## config.mk

```make
export PLATFORM = sky130hd
export DESIGN_NAME = fetch_top
export DESIGN_NICKNAME = d
export VERILOG_FILES = /design/src/rtl/fetch_pkg.sv /design/src/rtl/pc_gen.sv /design/src/rtl/fetch_bus.sv /design/src/rtl/inst_check.sv /design/src/rtl/fetch_top.sv
export VERILOG_INCLUDE_DIRS = /design/src /design/src/include
export SDC_FILE = /design/constraint.sdc
export NUM_CORES = 1
export LEC_CHECK = 0
export ABC_AREA = 1
export BUFFER_PORTS_ARGS = -buffer_cell sky130_fd_sc_hd__buf_2
export CORE_MARGIN = 3
export CORE_UTILIZATION = 36
export CTS_BUF_LIST = sky130_fd_sc_hd__clkbuf_4 sky130_fd_sc_hd__clkbuf_8
export CTS_CLUSTER_SIZE = 24
export DETAILED_ROUTE_END_ITERATION = 16
export GPL_TIMING_DRIVEN = 0
export SYNTH_ARGS = -nofsm -noshare
export SYNTH_HDL_FRONTEND = slang
export SYNTH_SLANG_ARGS = --single-unit
```

## constraint.sdc

```tcl
create_clock -name clk -period 4.4 [get_ports clk]
set_clock_uncertainty 0.15 [all_clocks]
set_input_delay 0.88 -clock clk [delete_from_list [all_inputs] [get_ports clk]]
set_output_delay 0.88 -clock clk [all_outputs]
set_load 0.05 [all_outputs]
```

## src/include/fetch_settings.svh

```systemverilog
// fetch front end settings
`ifndef FETCH_SETTINGS_SVH
`define FETCH_SETTINGS_SVH

// width of fetch addresses and pc
`define FETCH_ADDR_W 32

// first fetch address after reset
`define FETCH_RESET_PC 32'h8000_0000

// reads allowed in flight on the bus
// kept a power of two so queue pointers wrap on their own
`define FETCH_MAX_PENDING 2

`endif

```

## src/rtl/fetch_pkg.sv

```systemverilog
// fetch front end types
`include "fetch_settings.svh"

package fetch_pkg;

	// base opcodes of the supported subset
	localparam logic [6:0] OPC_LUI    = 7'b0110111;
	localparam logic [6:0] OPC_AUIPC  = 7'b0010111;
	localparam logic [6:0] OPC_JAL    = 7'b1101111;
	localparam logic [6:0] OPC_JALR   = 7'b1100111;
	localparam logic [6:0] OPC_BRANCH = 7'b1100011;
	localparam logic [6:0] OPC_LOAD   = 7'b0000011;
	localparam logic [6:0] OPC_STORE  = 7'b0100011;
	localparam logic [6:0] OPC_OP_IMM = 7'b0010011;
	localparam logic [6:0] OPC_OP     = 7'b0110011;
	localparam logic [6:0] OPC_SYSTEM = 7'b1110011;

	localparam logic [2:0] F3_JALR = 3'b000;

	// loads and stores
	localparam logic [2:0] F3_LB  = 3'b000;
	localparam logic [2:0] F3_LH  = 3'b001;
	localparam logic [2:0] F3_LW  = 3'b010;
	localparam logic [2:0] F3_LBU = 3'b100;
	localparam logic [2:0] F3_LHU = 3'b101;
	localparam logic [2:0] F3_SB  = 3'b000;
	localparam logic [2:0] F3_SH  = 3'b001;
	localparam logic [2:0] F3_SW  = 3'b010;

	// op-imm, shifts share funct3 with a funct7 qualifier
	localparam logic [2:0] F3_ADDI  = 3'b000;
	localparam logic [2:0] F3_SLLI  = 3'b001;
	localparam logic [2:0] F3_SLTI  = 3'b010;
	localparam logic [2:0] F3_SLTIU = 3'b011;
	localparam logic [2:0] F3_XORI  = 3'b100;
	localparam logic [2:0] F3_SRXI  = 3'b101;
	localparam logic [2:0] F3_ORI   = 3'b110;
	localparam logic [2:0] F3_ANDI  = 3'b111;
	localparam logic [6:0] F7_BASE  = 7'b0000000;
	localparam logic [6:0] F7_ALT   = 7'b0100000;

	// system
	localparam logic [2:0]  F3_CSRRW    = 3'b001;
	localparam logic [2:0]  F3_CSRRS    = 3'b010;
	localparam logic [31:0] INST_ECALL  = 32'h0000_0073;
	localparam logic [31:0] INST_EBREAK = 32'h0010_0073;
	localparam logic [31:0] INST_MRET   = 32'h3020_0073;

	typedef struct packed {
		logic [6:0] funct7;
		logic [4:0] rs2;
		logic [4:0] rs1;
		logic [2:0] funct3;
		logic [4:0] rd;
		logic [6:0] opcode;
	} r_fields_t;

	typedef struct packed {
		logic [11:0] imm;
		logic [4:0]  rs1;
		logic [2:0]  funct3;
		logic [4:0]  rd;
		logic [6:0]  opcode;
	} i_fields_t;

	// one instruction word, two decode views
	typedef union packed {
		r_fields_t r_fields;
		i_fields_t i_fields;
	} inst_word_u;

	typedef struct packed {
		logic                     valid;
		logic [`FETCH_ADDR_W-1:0] target;
	} redirect_t;

	typedef struct packed {
		logic [`FETCH_ADDR_W-1:0] addr;
	} rd_req_t;

	typedef struct packed {
		logic [31:0] data;
		logic [1:0]  resp;
	} rd_rsp_t;

	typedef struct packed {
		logic [`FETCH_ADDR_W-1:0] pc;
		logic [31:0]              inst;
		logic                     illegal;
		logic                     fault;
	} fetch_out_t;

endpackage

```

## src/rtl/pc_gen.sv

```systemverilog
// fetch program counter
`include "fetch_settings.svh"

module pc_gen import fetch_pkg::*; (
	input  logic                     clk,
	input  logic                     rst,
	input  redirect_t                redirect_i,
	input  logic                     ar_fire_i,
	output logic [`FETCH_ADDR_W-1:0] pc_o
);

	localparam logic [`FETCH_ADDR_W-1:0] PC_STEP = 4;

	logic [`FETCH_ADDR_W-1:0] pc_q;
	logic [`FETCH_ADDR_W-1:0] pc_d;

	// redirect wins over sequential step
	// on a coincident accept the old pc already went out on the bus
	always_comb begin
		pc_d = pc_q;
		if (redirect_i.valid) begin
			pc_d = redirect_i.target;
		end else if (ar_fire_i) begin
			pc_d = pc_q + PC_STEP;
		end
	end

	always_ff @(posedge clk) begin
		if (rst) begin
			pc_q <= `FETCH_RESET_PC;
		end else begin
			pc_q <= pc_d;
		end
	end

	// address of the next read request
	assign pc_o = pc_q;

endmodule

```

## src/rtl/fetch_bus.sv

```systemverilog
// instruction read channel master
`include "fetch_settings.svh"

module fetch_bus import fetch_pkg::*; (
	input  logic                     clk,
	input  logic                     rst,
	input  logic [`FETCH_ADDR_W-1:0] pc_i,
	output rd_req_t                  ar_o,
	output logic                     ar_valid_o,
	input  logic                     ar_ready_i,
	output logic                     ar_fire_o,
	input  rd_rsp_t                  r_i,
	input  logic                     r_valid_i,
	output logic                     r_ready_o,
	input  logic                     slot_free_i,
	output logic                     beat_valid_o,
	output logic [`FETCH_ADDR_W-1:0] beat_pc_o,
	output rd_rsp_t                  beat_rsp_o
);

	localparam int DEPTH = `FETCH_MAX_PENDING;
	localparam int PTR_W = $clog2(DEPTH);
	localparam int CNT_W = $clog2(DEPTH + 1);

	// addresses accepted but not yet answered, oldest at rd_ptr
	logic [`FETCH_ADDR_W-1:0] pend_pc_q [DEPTH];
	logic [PTR_W-1:0]         wr_ptr_q;
	logic [PTR_W-1:0]         rd_ptr_q;
	logic [CNT_W-1:0]         cnt_q;
	logic [CNT_W-1:0]         cnt_d;
	logic                     ar_valid_q;
	logic                     push;
	logic                     pop;

	// request address tracks the pc register
	assign ar_o.addr  = pc_i;
	assign ar_valid_o = ar_valid_q;
	assign ar_fire_o  = ar_valid_q & ar_ready_i;
	assign push       = ar_fire_o;

	// take data only with something pending and room downstream
	assign r_ready_o = slot_free_i & (cnt_q != '0);
	assign pop       = r_valid_i & r_ready_o;

	assign beat_valid_o = pop;
	assign beat_pc_o    = pend_pc_q[rd_ptr_q];
	assign beat_rsp_o   = r_i;

	always_comb begin
		cnt_d = cnt_q;
		if (push && !pop) begin
			cnt_d = cnt_q + 1'b1;
		end else if (pop && !push) begin
			cnt_d = cnt_q - 1'b1;
		end
	end

	// valid comes from next count, so a raised request always has a free entry
	// and stays up while waiting for ready
	always_ff @(posedge clk) begin
		if (rst) begin
			ar_valid_q <= 1'b0;
			cnt_q      <= '0;
			wr_ptr_q   <= '0;
			rd_ptr_q   <= '0;
		end else begin
			ar_valid_q <= (cnt_d < CNT_W'(DEPTH));
			cnt_q      <= cnt_d;
			if (push) begin
				wr_ptr_q <= wr_ptr_q + 1'b1;
			end
			if (pop) begin
				rd_ptr_q <= rd_ptr_q + 1'b1;
			end
		end
	end

	always_ff @(posedge clk) begin
		if (push) begin
			pend_pc_q[wr_ptr_q] <= pc_i;
		end
	end

endmodule

```

## src/rtl/inst_check.sv

```systemverilog
// instruction legality check
`include "fetch_settings.svh"

module inst_check import fetch_pkg::*; (
	input  logic                     clk,
	input  logic                     rst,
	input  logic                     beat_valid_i,
	input  logic [`FETCH_ADDR_W-1:0] beat_pc_i,
	input  rd_rsp_t                  beat_rsp_i,
	output logic                     slot_free_o,
	output fetch_out_t               out_o,
	output logic                     out_valid_o,
	input  logic                     out_ready_i
);

	inst_word_u word;
	logic [6:0] opcode;
	logic [2:0] funct3;
	logic [6:0] funct7;
	logic       legal;
	logic       fault;
	fetch_out_t out_q;
	logic       valid_q;

	assign word   = beat_rsp_i.data;
	assign opcode = word.r_fields.opcode;
	assign funct3 = word.i_fields.funct3;
	// top imm bits of a shift, read through the r-type view
	assign funct7 = word.r_fields.funct7;

	always_comb begin
		legal = 1'b0;
		case (opcode)
			OPC_LUI, OPC_AUIPC, OPC_JAL, OPC_BRANCH, OPC_OP: legal = 1'b1;
			OPC_JALR:  legal = (funct3 == F3_JALR);
			OPC_LOAD:  legal = funct3 inside {F3_LB, F3_LH, F3_LW, F3_LBU, F3_LHU};
			OPC_STORE: legal = funct3 inside {F3_SB, F3_SH, F3_SW};
			OPC_OP_IMM: begin
				case (funct3)
					F3_SLLI: legal = (funct7 == F7_BASE);
					F3_SRXI: legal = (funct7 == F7_BASE) || (funct7 == F7_ALT);
					default: legal = 1'b1;
				endcase
			end
			OPC_SYSTEM: begin
				legal = (funct3 inside {F3_CSRRW, F3_CSRRS}) ||
					(beat_rsp_i.data inside {INST_ECALL, INST_EBREAK, INST_MRET});
			end
			default: legal = 1'b0;
		endcase
	end

	// bus error overrides decode
	assign fault = (beat_rsp_i.resp != 2'b00);

	// one-entry output slot
	assign slot_free_o = ~valid_q | out_ready_i;

	always_ff @(posedge clk) begin
		if (rst) begin
			valid_q <= 1'b0;
		end else if (beat_valid_i) begin
			valid_q <= 1'b1;
		end else if (out_ready_i) begin
			valid_q <= 1'b0;
		end
	end

	always_ff @(posedge clk) begin
		if (beat_valid_i) begin
			out_q.pc      <= beat_pc_i;
			out_q.inst    <= beat_rsp_i.data;
			out_q.illegal <= ~legal & ~fault;
			out_q.fault   <= fault;
		end
	end

	assign out_o       = out_q;
	assign out_valid_o = valid_q;

endmodule

```

## src/rtl/fetch_top.sv

```systemverilog
// instruction fetch front end
`include "fetch_settings.svh"

module fetch_top import fetch_pkg::*; (
	input  logic       clk,
	input  logic       rst,
	input  redirect_t  redirect_i,
	output rd_req_t    ar_o,
	output logic       ar_valid_o,
	input  logic       ar_ready_i,
	input  rd_rsp_t    r_i,
	input  logic       r_valid_i,
	output logic       r_ready_o,
	output fetch_out_t out_o,
	output logic       out_valid_o,
	input  logic       out_ready_i
);

	logic [`FETCH_ADDR_W-1:0] next_pc;
	logic                     ar_fire;
	logic                     slot_free;
	logic                     beat_valid;
	logic [`FETCH_ADDR_W-1:0] beat_pc;
	rd_rsp_t                  beat_rsp;

	pc_gen u_pc_gen (
		.clk        (clk),
		.rst        (rst),
		.redirect_i (redirect_i),
		.ar_fire_i  (ar_fire),
		.pc_o       (next_pc)
	);

	fetch_bus u_fetch_bus (
		.clk          (clk),
		.rst          (rst),
		.pc_i         (next_pc),
		.ar_o         (ar_o),
		.ar_valid_o   (ar_valid_o),
		.ar_ready_i   (ar_ready_i),
		.ar_fire_o    (ar_fire),
		.r_i          (r_i),
		.r_valid_i    (r_valid_i),
		.r_ready_o    (r_ready_o),
		.slot_free_i  (slot_free),
		.beat_valid_o (beat_valid),
		.beat_pc_o    (beat_pc),
		.beat_rsp_o   (beat_rsp)
	);

	// classified word to decode
	inst_check u_inst_check (
		.clk          (clk),
		.rst          (rst),
		.beat_valid_i (beat_valid),
		.beat_pc_i    (beat_pc),
		.beat_rsp_i   (beat_rsp),
		.slot_free_o  (slot_free),
		.out_o        (out_o),
		.out_valid_o  (out_valid_o),
		.out_ready_i  (out_ready_i)
	);

endmodule

```

# --- After elaboration in Yosys (flattened, before gate mapping) ---
# Memory sizes are Yosys's and may differ from the RTL's. A register that Yosys moved wholly into a read port is not among the register bits.
# Cells that the tools add are included.
classes:
  add_sub_neg: 5
  n_lt_le_gt_ge: 1
  n_eq_ne: 18
  muxes: 10
  n_bitwise: 8
  reduce_logical: 17
ops:
  columns: ["cell", "count"]
  rows:
  - ["32-bit 2-to-1 mux", 2]
  - ["32-bit by 3-bit adder with 32-bit output, second input constant", 1]
  - ["32-bit by 21-bit == test with 1-bit output, second input constant", 1]
  - ["32-bit by 30-bit == test with 1-bit output, second input constant", 1]
  - ["32-bit by 7-bit == test with 1-bit output, second input constant", 1]
  - ["7-bit by 6-bit == test with 1-bit output, second input constant", 4]
  - ["7-bit == test, second input constant", 4]
  - ["7-bit by 5-bit == test with 1-bit output, second input constant", 2]
  - ["2-bit nonzero test", 5]
  - ["7-bit by 2-bit == test with 1-bit output, second input constant", 1]
  - ["7-bit zero test", 1]
  - ["3-bit == test, second input constant", 2]
  - ["1-bit one-hot mux with 6 select lines", 1]
  - ["3-bit nonzero test", 2]
  - ["5-bit nonzero test", 1]
  - ["5-bit OR reduction", 1]
  - ["1-bit bitwise AND", 4]
  - ["1-bit 2-to-1 mux", 4]
  - ["2-bit 2-to-1 mux", 2]
  - ["3-bit by 1-bit == test with 1-bit output, second input constant", 1]
  - ["3-bit by 2-bit == test with 1-bit output, second input constant", 1]
  - ["3-bit zero test", 1]
  - ["1-bit NOT", 3]
  - ["1-bit adder, second input constant", 2]
  - ["other kinds (8)", 11]
totals:
  register_bits: 72
  ramBits: 64
  output_inout_bits: 101
  elab_cells: 69
  memories: 1
mem_list:
  columns: ["memory", "words", "width", "rd", "rd_clocked_by_memory_dff", "write_ports", "line_no", "text"]
  rows:
  - ["u_fetch_bus.pend_pc_q", 2, 32, 1, 1, 1, "fetch_bus.sv:26", "logic [`FETCH_ADDR_W-1:0] pend_pc_q [DEPTH];"]

# --- Logic depth before layout (Yosys ltp) ---
logic_depth:
  word_depth: 8
  mapped_depth: 13
  ltp_nobuf: 13

# --- By module ---
# A second synthesis with hierarchy kept.
hier_totals:
  hier_cells: 699
  area_unflattened_um2: 7756.2
by_module_without_submodules:
  columns: ["mod", "instances", "cells_each", "area_per_inst_um2"]
  rows:
  - ["fetch_bus", 1, 214, 3280.6]
  - ["inst_check", 1, 148, 2367.3]
  - ["pc_gen", 1, 337, 2108.3]

# --- Worst setup path after synthesis ---
# No wires, ideal clock.
synth_path:
  kind: "in2reg"
  startpoint: "input out_ready_i"
  endpoint: "register u_fetch_bus.ar_valid_q, in the netlist u_fetch_bus.ar_valid_o"
  arrival_time_ns: 3.968
  setup_slack_ns: 0.154
  cell_stages: 12
  n_path_buf: 0
  cell_sequence: "inv_1 -> nand2_1 -> inv_1 -> nor2_1 -> nand2_1 -> inv_1 -> ha_1 -> o21ai_0 -> nand2_1 -> o21ai_0 -> inv_1 -> nor2_1"
synth_between:
  elab_chain_cells: 7
  elab_cells_between_ends: 9
synth_lines:
  columns: ["item", "line_no", "text"]
  rows:
  - ["start: declaration", "fetch_top.sv:16", "input logic out_ready_i"]
  - ["1-bit OR (*)", "inst_check.sv:57", "assign slot_free_o = ~valid_q | out_ready_i;"]
  - ["1-bit bitwise AND (*)", "fetch_bus.sv:42", "assign r_ready_o = slot_free_i & (cnt_q != '0);"]
  - ["via r_ready_o", "fetch_top.sv:13", "output logic r_ready_o,"]
  - ["1-bit bitwise AND (*)", "fetch_bus.sv:43", "assign pop = r_valid_i & r_ready_o;"]
  - ["via beat_valid", "fetch_top.sv:22", "logic beat_valid;"]
  - ["1-bit logical AND / 1-bit zero test (equally long branches)", "fetch_bus.sv:53, fetch_bus.sv:51", null]
  - ["2-bit 2-to-1 mux / 1-bit logical AND (equally long branches)", "fetch_bus.sv:53, fetch_bus.sv:51", null]
  - ["2-bit 2-to-1 mux (*)", "fetch_bus.sv:51", "if (push && !pop) begin"]
  - ["2-bit less-than comparator (*)", "fetch_bus.sv:67", "ar_valid_q <= (cnt_d < CNT_W'(DEPTH));"]
  - ["end signal: assignment", "fetch_bus.sv:67", null]
  - ["end: declaration", "fetch_bus.sv:31", "logic ar_valid_q;"]
# Mark *: on every way through the listed nets, which the timed path passes. The rest lies on a longest branch.
# A chain may end at the register's enable or synchronous reset.

# --- Worst setup path after layout ---
layout_path:
  startpoint: "input out_ready_i"
  endpoint: "register u_fetch_bus.ar_valid_q, in the netlist u_fetch_bus.ar_valid_o"
layout_between:
  elab_chain_cells: 7
  elab_cells_between_ends: 9
layout_lines:
  columns: ["item", "line_no"]
  rows:
  - ["1-bit OR (*)", "inst_check.sv:57"]
  - ["1-bit bitwise AND (*)", "fetch_bus.sv:42"]
  - ["1-bit bitwise AND (*)", "fetch_bus.sv:43"]
  - ["via beat_valid", "fetch_top.sv:22"]
  - ["1-bit logical AND / 1-bit zero test (equally long branches)", "fetch_bus.sv:53, fetch_bus.sv:51"]
  - ["2-bit 2-to-1 mux / 1-bit logical AND (equally long branches)", "fetch_bus.sv:53, fetch_bus.sv:51"]
  - ["2-bit 2-to-1 mux (*)", "fetch_bus.sv:51"]
  - ["2-bit less-than comparator (*)", "fetch_bus.sv:67"]
# Marks and branches as above.

==> results.cfg <==
[outcome]
result_of_the_run = completed

[clock_network]
cts.reportedPaths.clkPinSlew_ns = 0.09
tritoncts_num_sinks = 168
cts_hold_buf = 0
root_buffer = sky130_fd_sc_hd__clkbuf_8
cts_resized = 0
clock_insertion_delay_worst_skew_ns = 0.45
h-tree-depth = 4
cts-buffers-inserted = 17
tritoncts = done
maximum_clock_insertion_buffer_count = 2
postCtsSetupRepairBufs = 0

[floorplanning]
top_level_ports = 173
dieWidth_um = 146
design.die.area_sq_mm = 0.0214
fp-row-count = 50
die_h_um = 146
initial_util_pct = 37.2
core_region_area_sq_mm = 0.0190

[drt]
routed-via-count = 5318
drc = 0
tritonroute_pass_1_iters = 5
routed_wire_length_per_instance_um = 15.1
via_per_inst = 4.55
route.antenna.remaining_nets = 0
totalWireLength_um = 17600
initial_detailed_routing_violation_count = 293

[critical_path]
worst-setup-path-type = input port to flip-flop
worstPathCellList = buf_2 -> inv_1 -> nand2_1 -> inv_1 -> nor2_1 -> nand2_1 -> inv_4 -> ha_1 -> nand2_1 -> o21ai_0 -> nand2_1 -> o21ai_0 -> inv_1 -> nor2_1
worst-r2r-cell-count = 12
reg2reg_from = u_fetch_bus.cnt_q[0]$_SDFFE_PP0P_
crit_fanout = 68
critPathMostFrequentCell = sky130_fd_sc_hd__nand2_1
worst_setup_path_start_kind = input port
crit-reg2reg-capture = u_fetch_bus.ar_valid_o$_SDFF_PP0_
crit_path_max_incr_delay_ns = 0.63
critPathSlowestCell = sky130_fd_sc_hd__inv_4
setup.reg_to_reg.worst_slack_ns = 1.85
crit_end_category = flip-flop
critPathArrivalTime_ns = 2.78
worstPathRequired_ns = 4.63

[layout]
drive_above_1_share_pct = 26.3
multiInputGateArea_sq_mm = 0.00211
fillCellCount = 1864
final_instance_area_sq_mm = 0.00873
num_antenna_cells = 0
regArea_sq_mm = 0.00466
layout.nets = 972
area_delta_synth_final_pct = 23.5

[global_route]
top_usage_layer = met2
gr-usage-met1_pct = 21.2
global_route.usage.met2_pct = 27.8
global_route.usage.met3_pct = 5.15
grtUsageTotal_pct = 16.6
grt_pass1_wl_um = 27500
grt_start_max_net_pins = 69
globalRouteOverflowTotal = 0
number_of_antenna_violations_at_the_first_check_in_global_routing = 0
first_global_vias = 5047

[logic_synthesis]
syn-num-nets = 780
synth_sequential_area_ratio_pct = 66.0
syn_avg_cell_area_sq_um = 10.0
area_share_of_the_largest_cell_type_after_synthesis_pct = 55.2
synthTopCellsByCount = 231 x sky130_fd_sc_hd__nand2_1, 130 x sky130_fd_sc_hd__edfxtp_1, 74 x sky130_fd_sc_hd__nor2_1
postSynthRegisterBits = 168
synth_largest_area_cell = sky130_fd_sc_hd__edfxtp_1
synth.yosys.warnings = 0
ys.flop_type = sky130_fd_sc_hd__edfxtp_1
postSynthCellCount = 704
number_of_enable_flip_flop_cells_after_synthesis = 130
synthesis.area_sq_mm = 0.00707
async_flop_share_pct = 0
most_used_standard_cell_by_instance_count_after_synthesis = sky130_fd_sc_hd__nand2_1
biggest_area_contributors_in_the_synthesized_netlist = sky130_fd_sc_hd__edfxtp_1 55%, sky130_fd_sc_hd__nand2_1 12%, sky130_fd_sc_hd__dfxtp_1 11%
ys_types = 32

[pwr]
ir_worst_vdd_mv = 0.303
leakagePower_uw = 0.00356
p_per_area_mw_per_mm2 = 434
finalPower_uw = 3790

[hold_path]
min_delay_path_depth = 0
whs_endpoint = u_fetch_bus.pend_pc_q[1][1]$_DFFE_PP_
path_type_of_the_worst_min_delay_path = flip-flop to flip-flop
min-delay-start = u_pc_gen.pc_o[1]$_SDFFE_PP0P_

[sta]
setup_violations = 0
worst-slew-pin-transition_ns = 0.884
finalCriticalPeriod_ns = 2.56
timing.final.max_slew_violations = 0
final.setup.tns_ns = 0
fmax_mhz = 391
unrepaired_setup_endpoints_after_global_routing = false
finalHoldViolCount = 0
maxSlewHeadroom_pct = 41.1
fin_crit_sh_pct = 58.1

[placed_design]
gp_congestion = 0.900
port-buffer-count = 171
detailedPlacementHpwl_um = 13200
dpl_cell_area_sq_mm = 0.00832

[job]
max-cap-violations = 0
## flip-flops by register name, summed over array words and instances, names as in the netlist
name,count
u_inst_check.out_valid_o,1
u_fetch_bus.wr_ptr_q,1
u_fetch_bus.pend_pc_q,64
u_pc_gen.pc_o,32
u_inst_check.out_o,66
u_fetch_bus.rd_ptr_q,1
u_fetch_bus.ar_valid_o,1
u_fetch_bus.cnt_q,2
## per-layer routing
layer / vias to the layer above / part of all wire, %
met3: 11 / 6.9
met4: 0 / 0.84
li1: 2711 / -
met5: - / 0
met1: 2423 / 43
met2: 173 / 49
## cells by family (layout without fill, tap and decap cells)
logic type | after synthesis | count (layout) | synth area share (%)
xor gates and xnor gates | 11 | 11 | 1.36
buffers and inverters | 81 | 285 | 4.41
AOI/OAI and AO/OA | 73 | 73 | 5.65
DFF | 168 | 168 | 66.0
adders and majority gates | 4 | 4 | 0.708
and+or+nand+nor | 367 | 367 | 21.9
## worst max-delay path: cells and delay by family
family / cells / cell delay [ns]
fa+ha+maj: 1 / 0.31
compound gates: 2 / 0.17
buf+inv: 5 / 0.83
simple gates: 6 / 0.56
## where the power goes
group          leakage, uW  switching, uW  internal, uW
registers          0.00151           62.5          1870
clock network     0.000208            547           587
logic              0.00183            556           162
total              0.00356           1170          2620
## layout make-up
| class | instances | area share (%) |
|---|---|---|
| repair buffers | 173 | 10.4 |
| well taps | 260 | 3.73 |
| inverters | 62 | 2.69 |
| clock inverters | 11 | 1.68 |
| flip-flops and latches | 168 | 53.4 |
| multi-input cells | 455 | 24.1 |
| plain buffers | 19 | 0.903 |
| clock buffers | 20 | 3.01 |
## layout by cell type, fill, tap and decap left out, types with 2 or more instances in the layout
master                      count
sky130_fd_sc_hd__nand2_1      231
sky130_fd_sc_hd__buf_2        176
sky130_fd_sc_hd__edfxtp_1     130
sky130_fd_sc_hd__nor2_1        72
sky130_fd_sc_hd__inv_1         58
sky130_fd_sc_hd__dfxtp_1       38
sky130_fd_sc_hd__o21ai_0       30
sky130_fd_sc_hd__a21oi_1       26
sky130_fd_sc_hd__nand3_1       20
sky130_fd_sc_hd__clkbuf_8      18
sky130_fd_sc_hd__clkbuf_1      11
sky130_fd_sc_hd__nor3_1         9
sky130_fd_sc_hd__nor2_2         9
sky130_fd_sc_hd__nor2_4         7
sky130_fd_sc_hd__a31oi_1        7
sky130_fd_sc_hd__xor2_1         7
sky130_fd_sc_hd__nand4_1        6
sky130_fd_sc_hd__nand2_2        5
sky130_fd_sc_hd__a22o_1         4
sky130_fd_sc_hd__xnor2_1        4
sky130_fd_sc_hd__ha_1           4
sky130_fd_sc_hd__nand3_2        3
sky130_fd_sc_hd__o21ai_1        3
sky130_fd_sc_hd__bufinv_16      3
sky130_fd_sc_hd__inv_2          2
sky130_fd_sc_hd__clkinv_1       2
sky130_fd_sc_hd__or2_2          2
sky130_fd_sc_hd__nand3b_1       2
sky130_fd_sc_hd__buf_1          2
sky130_fd_sc_hd__clkinv_4       2
sky130_fd_sc_hd__clkbuf_4       2
sky130_fd_sc_hd__inv_6          2
sky130_fd_sc_hd__clkinv_2       2
sky130_fd_sc_hd__buf_16         2
## worst max-delay path by stage
| stage | from | to | slack, ns | cells past startpoint |
|---|---|---|---|---|
| floorplan | out_ready_i | u_fetch_bus.ar_valid_o$_SDFF_PP0_ | 0.15 | 12 |
| global placement | out_ready_i | u_fetch_bus.ar_valid_o$_SDFF_PP0_ | -0.08 | 14 |
| detailed placement | out_ready_i | u_fetch_bus.ar_valid_o$_SDFF_PP0_ | 1.31 | 14 |
| CTS | u_fetch_bus.cnt_q[0]$_SDFFE_PP0P_ | u_fetch_bus.ar_valid_o$_SDFF_PP0_ | 1.76 | 12 |
| global route | u_fetch_bus.cnt_q[0]$_SDFFE_PP0P_ | u_fetch_bus.ar_valid_o$_SDFF_PP0_ | 1.46 | 12 |
| finish | out_ready_i | u_fetch_bus.ar_valid_o$_SDFF_PP0_ | 1.84 | 14 |
## through the flow
step | instances | worst slack, ns | hold slack [ns] | utilization (%)
floorplan | 704 | 0.154 | 0.300 | -
global placement | 1135 | -0.0801 | 0.307 | 43.4
detailed placement | 1137 | 1.31 | 0.310 | 43.8
CTS | 1168 | 1.76 | 0.324 | 45.9
global route | 1168 | 1.46 | 0.345 | 45.9
finish | 1168 | 1.84 | 0.333 | 45.9
Power figures use the tool's default switching activity.
